===== config.mk =====
export PLATFORM = sky130hd
export DESIGN_NAME = mul_operand_prep
export DESIGN_NICKNAME = d
export VERILOG_FILES = /design/src/hw/riscv_mul_pkg.sv /design/src/hw/mul_operand_prep.sv
export SDC_FILE = /design/constraint.sdc
export NUM_CORES = 1
export LEC_CHECK = 0
export BUFFER_PORTS_ARGS = -buffer_cell sky130_fd_sc_hd__buf_2
export CORE_ASPECT_RATIO = 1.1
export CORE_MARGIN = 1
export CORE_UTILIZATION = 50
export DETAILED_ROUTE_END_ITERATION = 12
export PLACE_DENSITY = 0.84
export SLEW_MARGIN = 20
export SYNTH_ARGS = -nofsm -noshare
export SYNTH_HDL_FRONTEND = slang
export SYNTH_SLANG_ARGS = --single-unit

===== constraint.sdc =====
create_clock -name clk_i -period 5.39 [get_ports clk_i]
set_clock_uncertainty 0.1 [all_clocks]
set_input_delay 0 -clock clk_i [delete_from_list [all_inputs] [get_ports clk_i]]
set_output_delay 0 -clock clk_i [all_outputs]
set_load 0.02 [all_outputs]

===== src/hw/riscv_mul_pkg.sv =====
// RISC-V multiply types: operand bus, M-extension opcodes, request and prepared-operand formats
`default_nettype none

package riscv_mul_pkg;

    // Core data path width
    localparam int unsigned XLEN = 64;

    // Operand or result word
    typedef logic [XLEN-1:0] bus64_t;

    // Multiply opcodes, encoded as funct3[1:0] of the OP / OP-32 major opcodes
    typedef enum logic [1:0] {
        MUL_LO  = 2'b00,   // MUL, MULW: low half
        MULH_SS = 2'b01,   // MULH: signed x signed, high half
        MULH_SU = 2'b10,   // MULHSU: signed x unsigned, high half
        MULH_UU = 2'b11    // MULHU: unsigned x unsigned, high half
    } mul_op_e;

    // Request as offered by the issue stage
    typedef struct packed {
        mul_op_e op;
        logic    is_word;   // Word form, only meaningful with MUL_LO
        bus64_t  src1;      // rs1
        bus64_t  src2;      // rs2
    } mul_req_t;

    // Operation after sign handling
    // Both operands are plain magnitudes, the sign of the result rides along in neg
    typedef struct packed {
        mul_op_e op;
        logic    is_word;
        bus64_t  mag1;      // |rs1| or rs1 when unsigned
        bus64_t  mag2;      // |rs2| or rs2 when unsigned
        logic    neg;       // Product must be negated
    } mul_prep_t;

endpackage

`default_nettype wire


===== src/hw/mul_operand_prep.sv =====
// Multiply operand preparation: registers a request, turns operands into magnitudes plus sign
`timescale 1ns/1ps
`default_nettype none

module mul_operand_prep
    import riscv_mul_pkg::*;
(
    input  logic      clk_i,
    input  logic      rstn_i,
    input  logic      flush_i,
    input  mul_req_t  req_i,
    input  logic      req_valid_i,
    output logic      req_ready_o,
    input  logic      fifo_full_i,
    output mul_prep_t prep_o,
    output logic      prep_valid_o
);

    mul_prep_t prep_d;
    mul_prep_t prep_q;
    logic      valid_q;
    logic      sgn1_en;      // rs1 is treated as signed
    logic      sgn2_en;      // rs2 is treated as signed
    logic      sign1;
    logic      sign2;
    logic      load;         // Register takes new contents this cycle

    // Extend and take the absolute value when the operand counts as signed
    function automatic bus64_t to_mag(input bus64_t src, input logic is_word, input logic neg_src);
        bus64_t ext;
        ext = is_word ? {{32{src[31]}}, src[31:0]} : src;   // Word ops live in the low half
        return neg_src ? (~ext + 64'd1) : ext;
    endfunction

    assign sgn1_en = (req_i.op != MULH_UU);
    assign sgn2_en = (req_i.op == MUL_LO) || (req_i.op == MULH_SS);

    // Sign bit position depends on the word flag
    assign sign1 = sgn1_en & (req_i.is_word ? req_i.src1[31] : req_i.src1[63]);
    assign sign2 = sgn2_en & (req_i.is_word ? req_i.src2[31] : req_i.src2[63]);

    always_comb begin
        prep_d.op      = req_i.op;
        prep_d.is_word = req_i.is_word;
        prep_d.mag1    = to_mag(req_i.src1, req_i.is_word, sign1);
        prep_d.mag2    = to_mag(req_i.src2, req_i.is_word, sign2);
        prep_d.neg     = sign1 ^ sign2;   // Zero for MULHU, rs1 sign for MULHSU
    end

    // Stall only when holding an entry the FIFO cannot take
    assign req_ready_o = ~flush_i & (~valid_q | ~fifo_full_i);
    assign load        = req_ready_o;

    always_ff @(posedge clk_i or negedge rstn_i) begin
        if (!rstn_i) begin
            valid_q <= 1'b0;
        end else if (flush_i) begin
            valid_q <= 1'b0;            // Drop whatever is waiting
        end else if (load) begin
            valid_q <= req_valid_i;     // Old entry leaves to the FIFO as the new one lands
        end
    end

    always_ff @(posedge clk_i) begin
        if (load && req_valid_i) begin
            prep_q <= prep_d;
        end
    end

    assign prep_o       = prep_q;
    assign prep_valid_o = valid_q;

    // A held entry waits for the FIFO, it is only ever discarded by a flush
    a_hold_when_full : assert property (@(posedge clk_i) disable iff (!rstn_i)
        prep_valid_o && fifo_full_i && !flush_i |=> prep_valid_o && $stable(prep_o))
        else $error("prepared operation dropped while FIFO full");

endmodule

`default_nettype wire


==> metrics.csv <==
stage,metric,value,unit
drt,drc,0,
clock_tree,post-cts-setup-buffers,0,
grt,grt_max_degree,73,
power,cellLeakagePower,0.00433,µW
hold_path,hp-class,primary input to flop,
drt,ant_nets,0,
synth,yosys.area.top_type,edfxtp_1,
flow_run,drv_cap,0,
drt,firstDrtPassIters,8,
synth,yosysWarnings,0,
synth,syn_inst,777,
layout,fin_cells,1392,
floorplan,dieArea,16300,µm²
critical_path,path_class,primary input to flop,
sta,fin_crit,3.79,ns
clock_tree,cts.sinks,133,
drt,wl,31500,µm
floorplan,placementRows,47,
grt,antenna_found_initial,5,
placed_design,portBuffers,269,
layout,area_delta_synth_final,44.4,%
synth,synth_area,7910,µm²
clock_tree,numCtsBuffers,17,
critical_path,worstPathRequired,5.46,ns
sta,max_freq,264,MHz
floorplan,fp.dieW,122,µm
drt,drt_iter0_markers,1217,
grt,grtUsageTotal,0.384,
placed_design,dp_hpwl,18200,µm
drt,route.vias.total,9026,
critical_path,worst-r2r-cell-count,3,
placed_design,dp_cells,1215,
sta,setup_violations,0,
power,power_density,269,nW/µm²
placed_design,gp_congestion,0.990,
sta,worstMarginPinSlew,1.21,ns
critical_path,start_kind,primary input,
grt,grt_pass1_wl,46900,µm
floorplan,die_h,134,µm
critical_path,r2r_setup_slack,2.64,ns
synth,synth_top_flop_cell,edfxtp_1,
grt,grt.overflow.total,0,
synth,synth.distinct_cells,55,
power,ir_drop,213,µV
synth,syn_nets,915,
synth,yosysMostFrequentCell,edfxtp_1,
grt,grt_pass1_vias,8768,
synth,async_reset_ff_frac,0.00752,
sta,final.period_utilization,0.703,
sta,rsz0062_at_grt,no,
critical_path,worstReg2RegEnd,prep_o[61],
clock_tree,cts.clk_slew.worst_paths,0.07,ns
sta,final.setup.tns,0,ns
synth,synth_area_per_cell,10.2,µm²
clock_tree,clock_path_buffers,2,
floorplan,coreArea,15200,µm²
synth,synth_top_area_frac,0.501,
floorplan,start_util,0.519,
synth,synth_edf_count,132,
drt,viasPerCell,6.48,
floorplan,ios,270,
clock_tree,clock_insertion_delay_worst_skew,0.43,ns
synth,ys_seq_area_frac,0.504,
synth,netlist_top_cells_area,"edfxtp_1, xnor2_1, a21oi_1",
drt,wl_per_cell,22.6,µm
critical_path,endpoint_kind,flop,
critical_path,cp.arrival,3.86,ns
hold_path,hold_depth,4,
outcome,outcome,"complete, no violations",
clock_tree,post_cts_resized,0,
synth,yosys_register_bits,133,
layout,layout.nets,1317,
sta,final_hold_viol_count,0,
synth,netlist_top_cells_count,"edfxtp_1, a21oi_1, nor2_1",
critical_path,path_max_fanout,4,
clock_tree,cts_tree,done,
sta,max_slew_margin,0.185,
hold_path,hold-path-endpoint,prep_o[114],
clock_tree,htree_levels,4,
critical_path,reg2reg_from,prep_valid_o,
layout,drive_gt1_frac,0.273,
sta,finalMaxSlewViolations,0,
clock_tree,cts_hold_buf,141,
hold_path,hold_start,req_i[113],
clock_tree,cts_root_buffer,clkbuf_16,
-- stage by stage --
stage	setup slack (ns)	hold slack, ns	area, µm²	util	power (µW)
after CTS	1.99	0.00311	11400	0.749	3010
final	1.60	0.0121	11400	0.750	3070
after detailed placement	2.28	-0.324	9430	0.619	1800
after global placement	2.45	-0.325	9430	0.619	1790
after global routing	1.62	0.00504	11400	0.750	3150
after floorplan	0.785	-0.396	7910	-	1590
-- final cells by class --
| type | instances | area [µm²] |
|---|---|---|
| repair buffers | 416 | 2800 |
| inverters | 10 | 37.5 |
| diodes | 4 | 10.0 |
| clock inverters | 13 | 133 |
| fillers | 956 | 3810 |
| flip-flops and latches | 133 | 3990 |
| multi-input cells | 601 | 3770 |
| clock buffers | 19 | 433 |
| well taps | 196 | 245 |
-- power breakdown --
group	internal (µW)	switching [µW]
Sequential	1230	18.1
Combinational	268	403
Clock	678	474
Total	2180	895
-- logic make-up (layout without fill, tap and decap cells) --
kind of cell | Yosys count | after routing | synth area share
other | 0 | 4 | 0
and+or+nand+nor | 282 | 282 | 0.193
AOI/OAI and AO/OA | 202 | 202 | 0.152
buffers and inverters | 43 | 458 | 0.0204
DFF | 133 | 133 | 0.504
xor gates and xnor gates | 113 | 113 | 0.125
muxes | 2 | 2 | 0.00253
adders and majority gates | 2 | 2 | 0.00316
-- flip-flops by register name, summed over array words and instances, names as in the netlist --
name / count
prep_o: 132
prep_valid_o: 1
-- metal layers --
metal | share of wire | global-route usage | up-vias
met5 | 0.00035 | 0 | -
met3 | 0.12 | 0.108 | 243
met1 | 0.32 | 0.417 | 4068
met2 | 0.48 | 0.649 | 949
li1 | - | - | 3764
met4 | 0.071 | 0.250 | 2
-- placed cells by master, fill, tap and decap left out, drive strengths merged, types with 4 or more instances in the layout --
master       count
or3             14
clkbuf          19
nor3            46
nand2           52
dlygate4sd3    141
or4             12
clkinvlp         4
xnor2           59
diode            4
nor2b            6
nor4            35
buf            275
xor2            54
clkinv           5
and3             4
o31ai           16
nor2            60
a21oi           97
and2             5
o21ai           39
o41ai            7
or2              7
nand3           13
nand2b           6
edfxtp         132
nand4           11
a31oi           13
a21o             7
inv             12
-- worst max-delay path: stages --
cell,delay [ns]
dlygate4sd3_1,0.54
buf_2,0.15
nor4_1,0.76
nand4_1,0.44
nor4_1,0.92
a21oi_1,0.15
o31ai_1,0.25
a31oi_1,0.08
dlygate4sd3_1,0.59
-- how the worst max path moves through the flow --
| stage | startpoint | end | cells past startpoint |
|---|---|---|---|
| 3_3_place_gp | req_i[128] | prep_o[104] | 8 |
| 5_1_grt | req_i[65] | prep_o[111] | 11 |
| 3_5_place_dp | req_i[128] | prep_o[104] | 8 |
| 6_report | req_i[78] | prep_o[111] | 9 |
| 4_1_cts | req_i[65] | prep_o[111] | 11 |
| 2_1_floorplan | prep_valid_o | prep_o[0] | 2 |
Power figures use the tool's default switching activity.
