$ cat src/hw/riscv_mul_pkg.sv
// RISC-V multiply types: operand bus, M-extension opcodes, request and prepared-operand formats
`default_nettype none

package riscv_mul_pkg;

    // Core data path width
    localparam int unsigned XLEN = 64;

    // Operand or result word
    typedef logic [XLEN-1:0] bus64_t;

    // Multiply opcodes, encoded as funct3[1:0] of the OP / OP-32 major opcodes
    typedef enum logic [1:0] {
        MUL_LO  = 2'b00,   // MUL, MULW: low half
        MULH_SS = 2'b01,   // MULH: signed x signed, high half
        MULH_SU = 2'b10,   // MULHSU: signed x unsigned, high half
        MULH_UU = 2'b11    // MULHU: unsigned x unsigned, high half
    } mul_op_e;

    // Request as offered by the issue stage
    typedef struct packed {
        mul_op_e op;
        logic    is_word;   // Word form, only meaningful with MUL_LO
        bus64_t  src1;      // rs1
        bus64_t  src2;      // rs2
    } mul_req_t;

    // Operation after sign handling
    // Both operands are plain magnitudes, the sign of the result rides along in neg
    typedef struct packed {
        mul_op_e op;
        logic    is_word;
        bus64_t  mag1;      // |rs1| or rs1 when unsigned
        bus64_t  mag2;      // |rs2| or rs2 when unsigned
        logic    neg;       // Product must be negated
    } mul_prep_t;

endpackage

`default_nettype wire

$ cat src/hw/mul_cfg_pkg.sv
// Multiply unit microarchitecture constants for request buffering
`default_nettype none

package mul_cfg_pkg;

    // Entries in the prepared-operation FIFO
    localparam int unsigned MUL_FIFO_DEPTH = 4;

    // Read and write pointer width, log2 of the depth
    localparam int unsigned MUL_FIFO_PTR_W = 2;

    // Occupancy counter needs one extra bit to hold a full FIFO
    localparam int unsigned MUL_FIFO_CNT_W = MUL_FIFO_PTR_W + 1;

endpackage

`default_nettype wire

$ cat src/hw/mul_req_fifo.sv
// Multiply request FIFO: queues prepared operations between preparation and the multiply core
`timescale 1ns/1ps
`default_nettype none

module mul_req_fifo
    import riscv_mul_pkg::*;
    import mul_cfg_pkg::*;
(
    input  logic      clk_i,
    input  logic      rstn_i,
    input  logic      flush_i,
    input  logic      push_i,
    input  mul_prep_t data_i,
    output logic      fifo_full_o,
    output mul_prep_t head_o,
    output logic      head_valid_o,
    input  logic      pop_i
);

    mul_prep_t                 mem_q [MUL_FIFO_DEPTH];
    logic [MUL_FIFO_PTR_W-1:0] wr_ptr_q;
    logic [MUL_FIFO_PTR_W-1:0] rd_ptr_q;
    logic [MUL_FIFO_CNT_W-1:0] count_q;
    logic                      wr_en;
    logic                      rd_en;

    assign fifo_full_o  = (count_q == MUL_FIFO_CNT_W'(MUL_FIFO_DEPTH));
    assign head_valid_o = (count_q != '0);
    assign head_o       = mem_q[rd_ptr_q];   // Head shows the oldest entry

    assign wr_en = push_i & ~fifo_full_o;    // Producer keeps offering while full
    assign rd_en = pop_i & head_valid_o;

    // Pointers wrap naturally, depth is a power of two
    always_ff @(posedge clk_i or negedge rstn_i) begin
        if (!rstn_i) begin
            wr_ptr_q <= '0;
            rd_ptr_q <= '0;
            count_q  <= '0;
        end else if (flush_i) begin
            wr_ptr_q <= '0;
            rd_ptr_q <= '0;
            count_q  <= '0;
        end else begin
            if (wr_en) wr_ptr_q <= wr_ptr_q + 1'b1;
            if (rd_en) rd_ptr_q <= rd_ptr_q + 1'b1;
            case ({wr_en, rd_en})
                2'b10:   count_q <= count_q + 1'b1;
                2'b01:   count_q <= count_q - 1'b1;
                default: count_q <= count_q;      // None or both, level unchanged
            endcase
        end
    end

    // Storage
    always_ff @(posedge clk_i) begin
        if (wr_en && !flush_i) begin
            mem_q[wr_ptr_q] <= data_i;
        end
    end

    // Core only pops what it can see
    a_no_pop_empty : assert property (@(posedge clk_i) disable iff (!rstn_i)
        pop_i |-> head_valid_o)
        else $error("pop from empty FIFO");

    // A push refused for lack of room must be offered again unchanged
    a_no_push_lost : assert property (@(posedge clk_i) disable iff (!rstn_i)
        push_i && fifo_full_o && !flush_i |=> push_i && $stable(data_i))
        else $error("push lost while FIFO full");

endmodule

`default_nettype wire

$ cat config.mk
export PLATFORM = sky130hd
export DESIGN_NAME = mul_req_fifo
export DESIGN_NICKNAME = d
export VERILOG_FILES = /design/src/hw/riscv_mul_pkg.sv /design/src/hw/mul_cfg_pkg.sv /design/src/hw/mul_req_fifo.sv
export SDC_FILE = /design/constraint.sdc
export NUM_CORES = 1
export LEC_CHECK = 0
export BUFFER_PORTS_ARGS = -buffer_cell sky130_fd_sc_hd__buf_2
export CORE_MARGIN = 4
export CORE_UTILIZATION = 30
export CTS_BUF_LIST = sky130_fd_sc_hd__clkbuf_8
export DETAILED_ROUTE_END_ITERATION = 8
export HOLD_SLACK_MARGIN = 0.06
export PLACE_DENSITY = 0.46
export SYNTH_ARGS = -nofsm -noshare
export SYNTH_HDL_FRONTEND = slang
export SYNTH_SLANG_ARGS = --single-unit
$ cat constraint.sdc
create_clock -name clk_i -period 9.35 [get_ports clk_i]
set_clock_uncertainty 0.15 [all_clocks]
set_input_delay 0.935 -clock clk_i [delete_from_list [all_inputs] [get_ports clk_i]]
set_output_delay 0.935 -clock clk_i [all_outputs]
set_load 0.05 [all_outputs]
==> summary.md, run 1 <==
| Metric | Value |
|---|---|
| Status | finished, final reports clean |
| Worst Path Arrival | 3.70 ns |
| Area grow syn2layout | 20.3% |
| # port buffers | 270 |
| Synth Flop Type | edfxtp_1 |
| Leading area contributor after synthesis | edfxtp_1 |
| FILL cells | 6023 |
| Dpl cells | 1858 |
| Post-synth top cells | edfxtp_1 (528), mux4_2 (132), buf_2 (18) |
| Mapped Cells | 753 |
| P_leak | 7.81 nW |
| DP Wirelength | 24.7 mm |
| Fmax | 209 MHz |
| Cell mode on critical path | buf_4 |
| Worst vdd ir | 0.125 mV |
| Unique masters post-synth | 29 |
| Postcts setup bufs | 0 |
| Top post-synthesis cells by area | edfxtp_1 (81%), mux4_2 (15%), dfrtp_1 (0.90%), buf_2 (0.46%), buf_6 (0.46%) |
| Synthesized area | 19600 µm² |
| Endpoint class of the critical path | output pin |
| CTS tree | yes |
| Sequential area share after synthesis | 82.0% |
| Initial antenna violation count | 6 |
| Setup TNS | 0 ns |
| DRT iter0 DRCs | 382 |
| DIE AREA | 69300 µm² |
| Synth Area per Inst | 26.0 µm² |
| Post-route insts no fill | 2026 |
| # nets final | 1239 |
| Initial core utilization | 30.3% |
| Total GRT Usage | 11.8% |
| Vias/cell | 4.44 |
| Largest fanout on the critical path | 40 |
| RSZ-0062 raised after global routing | false |
| Critical-path cell list | buf_4, buf_4, mux4_2, buf_2 |
| Flops & latches, synth | 535 |
| CTS Buffer Depth | 3 |
| Power per cell area | 240 nW/µm² |
| Drt drc | 0 |
| Global route overflow | 0 |
| Largest net degree at the start of global routing | 57 |
| Worst min path class | in2reg |
| CTS Buf Count | 91 |
| CP startpoint kind | register |
| Synth top area share | 81.1% |
| Final core utilization | 36.5% |
| DR WL/cell | 20.4 µm |
| Synth warn | 0 |
| Fin crit period | 4.79 ns |
| Most numerous cell in the Yosys netlist | edfxtp_1 |
| DRT antenna net count | 0 |
| Die W | 263 µm |
| Cell Rows | 93 |
| GP Congestion | 0.685 |
| Clk slew on worst S/H paths | 0.06 ns |
| DRT Pass-1 Iters | 6 |
| Critical-path top delay cell | dfrtp_4 |
| Actual slew at the worst max-slew pin | 0.915 ns |
| Critical path type | reg2out |
| Final slew viol count | 0 |
| Layout cells sized above 1 | 45.6% |
| Max-cap viol count | 0 |
| Final setup viols | 0 |
| H-tree levels | 3 |
| Final hold violation count | 0 |
| Fin area | 23500 µm² |
| Async SR Flop Fraction | 1.31% |
| Die Ht | 263 µm |
| WL final | 41.4 mm |
| Clk root buf | clkbuf_8 |
| I/O pins | 271 |
| First-pass GRT wire length | 62.7 mm |
| Final worst-path cycle share | 51.2% |
| Worst skew pair latency | 0.64 ns |
| Post-synth EDFFs | 528 |
| Core area | 64500 µm² |
| CP required | 8.27 ns |
| Total power | 0.00565 W |
| Syn_nets | 895 |
| Clk sinks | 535 |
| Delay of the slowest critical-path stage | 0.83 ns |
| Via count | 8991 |
| Area after DPL | 21900 µm² |
| Slew HR | 39.0% |
| Vias in the first global route | 10000 |
## metal layers
metal	vias up	share of wire, %	wire, µm	track usage [%]
met2	260	50	20700	19.9
met4	6	2.4	1010	4.11
met1	4681	41	17200	14.5
li1	3961	-	-	-
met3	83	5.9	2460	3.93
met5	-	0.070	29	0
## state kept, by name, summed over array words and instances (netlist names)
register  flops
count_q       3
wr_ptr_q      2
mem_q       528
rd_ptr_q      2
## final cells by class
cell class                      count  area, µm²  area share [%]
Sequential cell                   535      16000            68.2
Inverter                            3       11.3          0.0479
Timing Repair Buffer              284       1460            6.20
Tap cell                          855       1070            4.55
Antenna cell                        4       10.0          0.0425
Clock buffer                       93       1280            5.44
Clock inverter                     70        349            1.48
Multi-Input combinational cell    182       3310            14.1
## cells in the final DEF (no fill, tap or decap), drive strengths merged
| cell type | count |
|---|---|
| edfxtp | 528 |
| buf | 283 |
| mux4 | 132 |
| clkbuf | 93 |
| inv | 38 |
| clkinv | 32 |
| nor2 | 7 |
| dfrtp | 7 |
| nand2 | 5 |
| and2 | 5 |
| o21ai | 5 |
| diode | 4 |
| nand3 | 4 |
| ha | 4 |
| a21oi | 3 |
| or3 | 2 |
| xnor2 | 2 |
| xor2 | 2 |
| nor3 | 2 |
| bufinv | 2 |
| or2 | 1 |
| a211oi | 1 |
| o311a | 1 |
| nand2b | 1 |
| mux2i | 1 |
| o211ai | 1 |
| a22o | 1 |
| a31oi | 1 |
| fa | 1 |
| clkinvlp | 1 |
| dlygate4sd3 | 1 |
## where the power goes
part | internal (W) | total (W) | leakage (nW) | switching (W)
Sequential | 0.00274 | 0.00278 | 4.89 | 0.0000405
Clock | 0.000978 | 0.00188 | 0.956 | 0.000904
Combinational | 0.000304 | 0.000994 | 1.96 | 0.000690
## logic make-up after synthesis
logic type | Yosys count | share of synthesized area, %
xor+xnor | 4 | 0.179
buf+inv | 36 | 1.13
mux | 133 | 15.3
flops | 535 | 82.0
fa+ha+maj | 5 | 0.358
compound gates | 13 | 0.429
simple gates | 27 | 0.672
## worst max-delay path: cells and delay by family (launching register included)
kind,cells,cell delay (ns)
buf+inv,3,1.57
flops,1,0.83
mux,1,0.62
## worst paths after layout
kind	depth (start not counted)	slack [ns]	endpoint	from
max	4	4.56	head_o[98]	rd_ptr_q[0]
min	1	0.33	mem_q[0][118]	data_i[118]
max reg2reg	5	6.33	mem_q[3][98]	count_q[0]
min reg2reg	2	0.46	wr_ptr_q[1]	wr_ptr_q[1]
max in group asynchronous	2	8.35	rd_ptr_q[0]	rstn_i
min in group asynchronous	2	0.51	count_q[2]	rstn_i
## metrics by stage
step	setup WS, ns	hold slack (ns)
after floorplan	4.28	0.392
after global routing	4.11	0.254
final	4.56	0.334
after global placement	5.06	0.433
after CTS	4.27	0.233
after detailed placement	5.03	0.462
## timing repair
action / CTS / global route
gates resized for setup: 0 / 0
hold endpoints to repair: 7 / 0
hold buffers: 1 / 0
endpoints found under the setup margin: 0 / 0
(Power assumes the default switching activity.)
==> run 2, diff against run 1 <==
Settings changed: PLACE_DENSITY 0.46 to 0.48.
Clock period 9.35 ns to 4.2 ns, I/O delays scaled along.
==> summary.md, run 2 (synthesis gave the netlist of run 1 again) <==
| Metric | Value |
|---|---|
| Status | finished, final reports clean |
| Commonest non-fill, non-tap cell in the layout | edfxtp_1 |
| Vias in the first global route | 10800 |
| Max reg flops | 528 |
| CP startpoint kind | register |
| Via count | 9601 |
| CTS Buf Count | 89 |
| Initial core utilization | 30.3% |
| I/O pins | 271 |
| Drt drc | 0 |
| CTS Buffer Depth | 3 |
| Worst vdd ir | 0.283 mV |
| Worst Path Arrival | 2.80 ns |
| # port buffers | 270 |
| Final setup viols | 0 |
| # nets final | 1392 |
| Total GRT Usage | 12.5% |
| Fin crit period | 3.37 ns |
| Layout cells sized above 1 | 41.3% |
| Die W | 263 µm |
| DP Wirelength | 26.4 mm |
| Largest reg by FF count | mem_q |
| Cell Rows | 93 |
| Setup slack at placement | 1.39 ns |
| Dpl cells | 1874 |
| Max-cap viol count | 0 |
| Final worst-path cycle share | 80.3% |
| RSZ-0062 raised after global routing | false |
| Total power | 0.0126 W |
| Clk sinks | 535 |
| Actual slew at the worst max-slew pin | 0.866 ns |
| CTS tree | yes |
| Postcts setup bufs | 0 |
| H-tree levels | 3 |
| Setup TNS | 0 ns |
| Worst min path class | in2reg |
| Clk root buf | clkbuf_8 |
| Fin worst setup slack | 0.829 ns |
| Largest net degree at the start of global routing | 63 |
| Vias/cell | 4.42 |
| First-pass GRT wire length | 66.5 mm |
| Power per cell area | 503 nW/µm² |
| Worst skew pair latency | 0.64 ns |
| Post-route insts no fill | 2174 |
| Fmax | 297 MHz |
| Final slew viol count | 0 |
| Endpoint class of the critical path | output pin |
| Core area | 64500 µm² |
| Clk slew on worst S/H paths | 0.06 ns |
| DRT Pass-1 Iters | 6 |
| DRT antenna net count | 0 |
| DIE AREA | 69300 µm² |
| P_leak | 8.50 nW |
| DRT iter0 DRCs | 609 |
| Largest fanout on the critical path | 32 |
| WL final | 43.7 mm |
| GP Congestion | 0.692 |
| Slew HR | 42.3% |
| Final hold violation count | 0 |
| Top flop regs | mem_q x528, count_q x3 |
| DR WL/cell | 20.1 µm |
| Die Ht | 263 µm |
| CP required | 3.63 ns |
| Initial antenna violation count | 3 |
| Global route overflow | 0 |
| Critical path type | reg2out |
| Area grow syn2layout | 28.6% |
| Most frequent cells in the layout | edfxtp_1 (528), buf_2 (270), dlygate4sd3_1 (140), mux4_2 (132), clkbuf_8 (93) |
## run 2: cell types whose count changed in the layout (fill, tap and decap cells not counted), sizes merged
cell and change:
dlygate4sd3 +139, buf +16, inv +6, diode -1
bufinv -2, clkinv -10
## run 2: final cells by class
type                            instances  area [µm²]
Multi-Input combinational cell        182        3310
Fill cell                            5906       39300
Clock inverter                         64         273
Timing Repair Buffer                  439        3160
Tap cell                              855        1070
Inverter                                3        11.3
Sequential cell                       535       16000
Clock buffer                           93        1280
Antenna cell                            3        7.51
## run 2: worst max-delay path, stage by stage (launching register included)
cell     delay, ns
dfrtp_4       0.95
buf_4         0.39
mux4_2        0.54
buf_2         0.23
## run 2: what timing repair did
| item | 4_1_cts | 5_1_grt |
|---|---|---|
| hold buffers | 140 | 0 |
| resized for setup | 0 | 0 |
| endpoints found under the hold margin | 542 | 0 |
## run 2: power by group
part           total, W  internal, W  switching (W)  leakage (nW)
sequential      0.00619      0.00609       0.000107          4.89
combinational   0.00242     0.000833        0.00159          2.68
clock           0.00403      0.00204        0.00199         0.939
total            0.0126      0.00896        0.00368          8.50
## run 2: metal layers
metal | track usage [%] | vias to the layer above | routed length [µm]
li1 | - | 4261 | -
met1 | 15.9 | 5012 | 18600
met2 | 20.6 | 263 | 21500
met3 | 3.79 | 65 | 2700
met4 | 4.12 | 0 | 824
met5 | 0 | - | 0
## run 2: worst paths after layout
path | start | end | slack, ns | cells past startpoint
worst max register to register | count_q[0] | mem_q[2][21] | 1.46 | 5
max in group asynchronous | rstn_i | rd_ptr_q[1] | 2.96 | 3
worst min-delay path | data_i[73] | mem_q[2][73] | 0.36 | 2
min in group asynchronous | rstn_i | wr_ptr_q[0] | 0.63 | 3
worst min register to register | wr_ptr_q[1] | wr_ptr_q[1] | 0.44 | 2
worst max-delay path | rd_ptr_q[0] | head_o[44] | 0.83 | 3
## run 2: through the flow
step | util, % | area (µm²) | hold slack [ns]
CTS | 39.0 | 25100 | 0.269
global placement | 34.4 | 22200 | 0.116
floorplan | - | 19600 | -0.0256
detailed placement | 34.4 | 22200 | 0.130
finish | 39.0 | 25200 | 0.363
global route | 39.0 | 25200 | 0.295
==> run 3, diff against run 2 <==
Settings changed: PLACE_DENSITY 0.48 to 0.46.
Clock period 4.2 ns to 3.5 ns, I/O delays scaled along.
==> summary.md, run 3 (synthesis gave the netlist of run 1 again) <==
| Metric | Value |
|---|---|
| Status | finished, final reports clean |
| H-tree levels | 3 |
| Area grow syn2layout | 30.1% |
| Postcts setup bufs | 0 |
| P_leak | 8.59 nW |
| Cts hold-fix bufs | 139 |
| Core area | 64500 µm² |
| Worst Path Arrival | 2.62 ns |
| Comb power frac | 19.0% |
| DR WL/cell | 20.0 µm |
| Actual slew at the worst max-slew pin | 0.629 ns |
| Vias/cell | 4.43 |
| Die Ht | 263 µm |
| Critical-path top delay cell | dfrtp_4 |
| Global route overflow | 0 |
| Power per cell area | 609 nW/µm² |
| Slew HR | 58.0% |
| Fmax | 320 MHz |
| Final slew viol count | 0 |
| Total GRT Usage | 12.7% |
| # nets final | 1409 |
| Drt drc | 0 |
| Delay of the slowest critical-path stage | 0.83 ns |
| Vias in the first global route | 10700 |
| Sequential Power Share | 47.9% |
| Cell Rows | 93 |
| GP Congestion | 0.682 |
| DRT iter0 DRCs | 595 |
| DRT antenna net count | 0 |
| Largest net degree at the start of global routing | 42 |
| CTS Buffer Depth | 3 |
| Setup TNS | 0 ns |
| Switching share of total power | 28.9% |
| Endpoint class of the critical path | output pin |
| Initial core utilization | 30.3% |
| Internal power | 0.0110 W |
| Largest reg by FF count | mem_q |
| WL final | 44.1 mm |
| # port buffers | 270 |
| RSZ-0062 raised after global routing | false |
| Fin crit period | 3.12 ns |
| Top flop regs | mem_q x528, count_q x3 |
| CTS tree | yes |
| First-pass GRT wire length | 66.9 mm |
| Final core utilization | 39.5% |
| Max-cap viol count | 0 |
| Net Switching | 0.00448 W |
| Final hold violation count | 0 |
| Resized cells post-CTS | 0 |
| Layout cells sized above 1 | 41.9% |
| Final worst-path cycle share | 89.3% |
| CP startpoint kind | register |
| Most frequent cells in the layout | edfxtp_1 (528), buf_2 (270), dlygate4sd3_1 (139), mux4_2 (132), clkbuf_8 (95) |
| CTS Buf Count | 94 |
| Final setup viols | 0 |
| Worst vdd ir | 0.331 mV |
| Initial antenna violation count | 5 |
| Fin area | 25400 µm² |
| Commonest non-fill, non-tap cell in the layout | edfxtp_1 |
| Worst skew pair latency | 0.66 ns |
| Critical-path cell list | buf_4, mux4_2, buf_2 |
| Clk root buf | clkbuf_8 |
| CP required | 3.00 ns |
| Die W | 263 µm |
| DIE AREA | 69300 µm² |
| Critical path type | reg2out |
| Max reg flops | 528 |
| Worst min path class | in2reg |
| DRT Pass-1 Iters | 5 |
| Area after DPL | 22300 µm² |
| Clock power frac | 33.1% |
| I/O pins | 271 |
| DP Wirelength | 27.9 mm |
| Largest fanout on the critical path | 22 |
| Via count | 9736 |
| Clk sinks | 535 |
| Clk slew on worst S/H paths | 0.06 ns |
==> run 3: cell types whose count changed in the layout (fill, tap and decap cells not counted), sizes merged <==
cell	change
inv	-12
dlygate4sd3	-1
bufinv	+2
clkinvlp	+2
clkinv	+18
buf	+13
clkbuf	+2
==> run 3: power by group through the flow <==
stage	Combinational, W	Sequential (W)	Clock [W]
after floorplan	0.00211	0.00749	0
after global placement	0.00286	0.00755	0
after detailed placement	0.00287	0.00756	0
after CTS	0.00301	0.00743	0.00537
after global routing	0.00311	0.00744	0.00572
final	0.00294	0.00742	0.00512
==> run 3: final timing paths <==
path	start	cells after the start	end	slack, ns
max reg2reg	count_q[0]	9	count_q[2]	0.61
min reg2reg	wr_ptr_q[1]	2	wr_ptr_q[1]	0.44
max in group asynchronous	rstn_i	3	rd_ptr_q[0]	2.33
min	data_i[11]	2	mem_q[0][11]	0.29
min in group asynchronous	rstn_i	3	count_q[0]	0.55
max	rd_ptr_q[0]	3	head_o[26]	0.38
==> run 3: final cells by class <==
cell class | count | area, µm²
clock buffer | 95 | 1310
timing repair buffer | 451 | 3310
tap | 855 | 1070
inverter | 3 | 11.3
clock inverter | 74 | 377
multi-input combinational | 182 | 3310
sequential | 535 | 16000
fill | 5926 | 39000
antenna | 3 | 7.51
==> run 3: metrics by stage <==
step                std cells  hold slack (ns)  power [W]  setup WS, ns
floorplan                 753          -0.0956    0.00960         0.408
global placement         1887           0.0565     0.0104         0.963
detailed placement       1887           0.0571     0.0104         0.955
CTS                      2195            0.190     0.0158         0.208
global route             2196            0.234     0.0163         0.152
finish                   2198            0.295     0.0155         0.375
==> run 3: routing by layer <==
metal	track usage (%)	part of all wire, %	vias up
met2	20.3	49	301
li1	-	-	4305
met5	0	0.066	-
met3	4.43	7.3	61
met1	16.3	42	5065
met4	4.03	1.8	4
==> run 3: worst max-delay path, delay by kind of cell, from the launching register on <==
| kind | cells | cell delay [ns] |
|---|---|---|
| DFF | 1 | 0.83 |
| buffers and inverters | 2 | 0.59 |
| muxes | 1 | 0.54 |
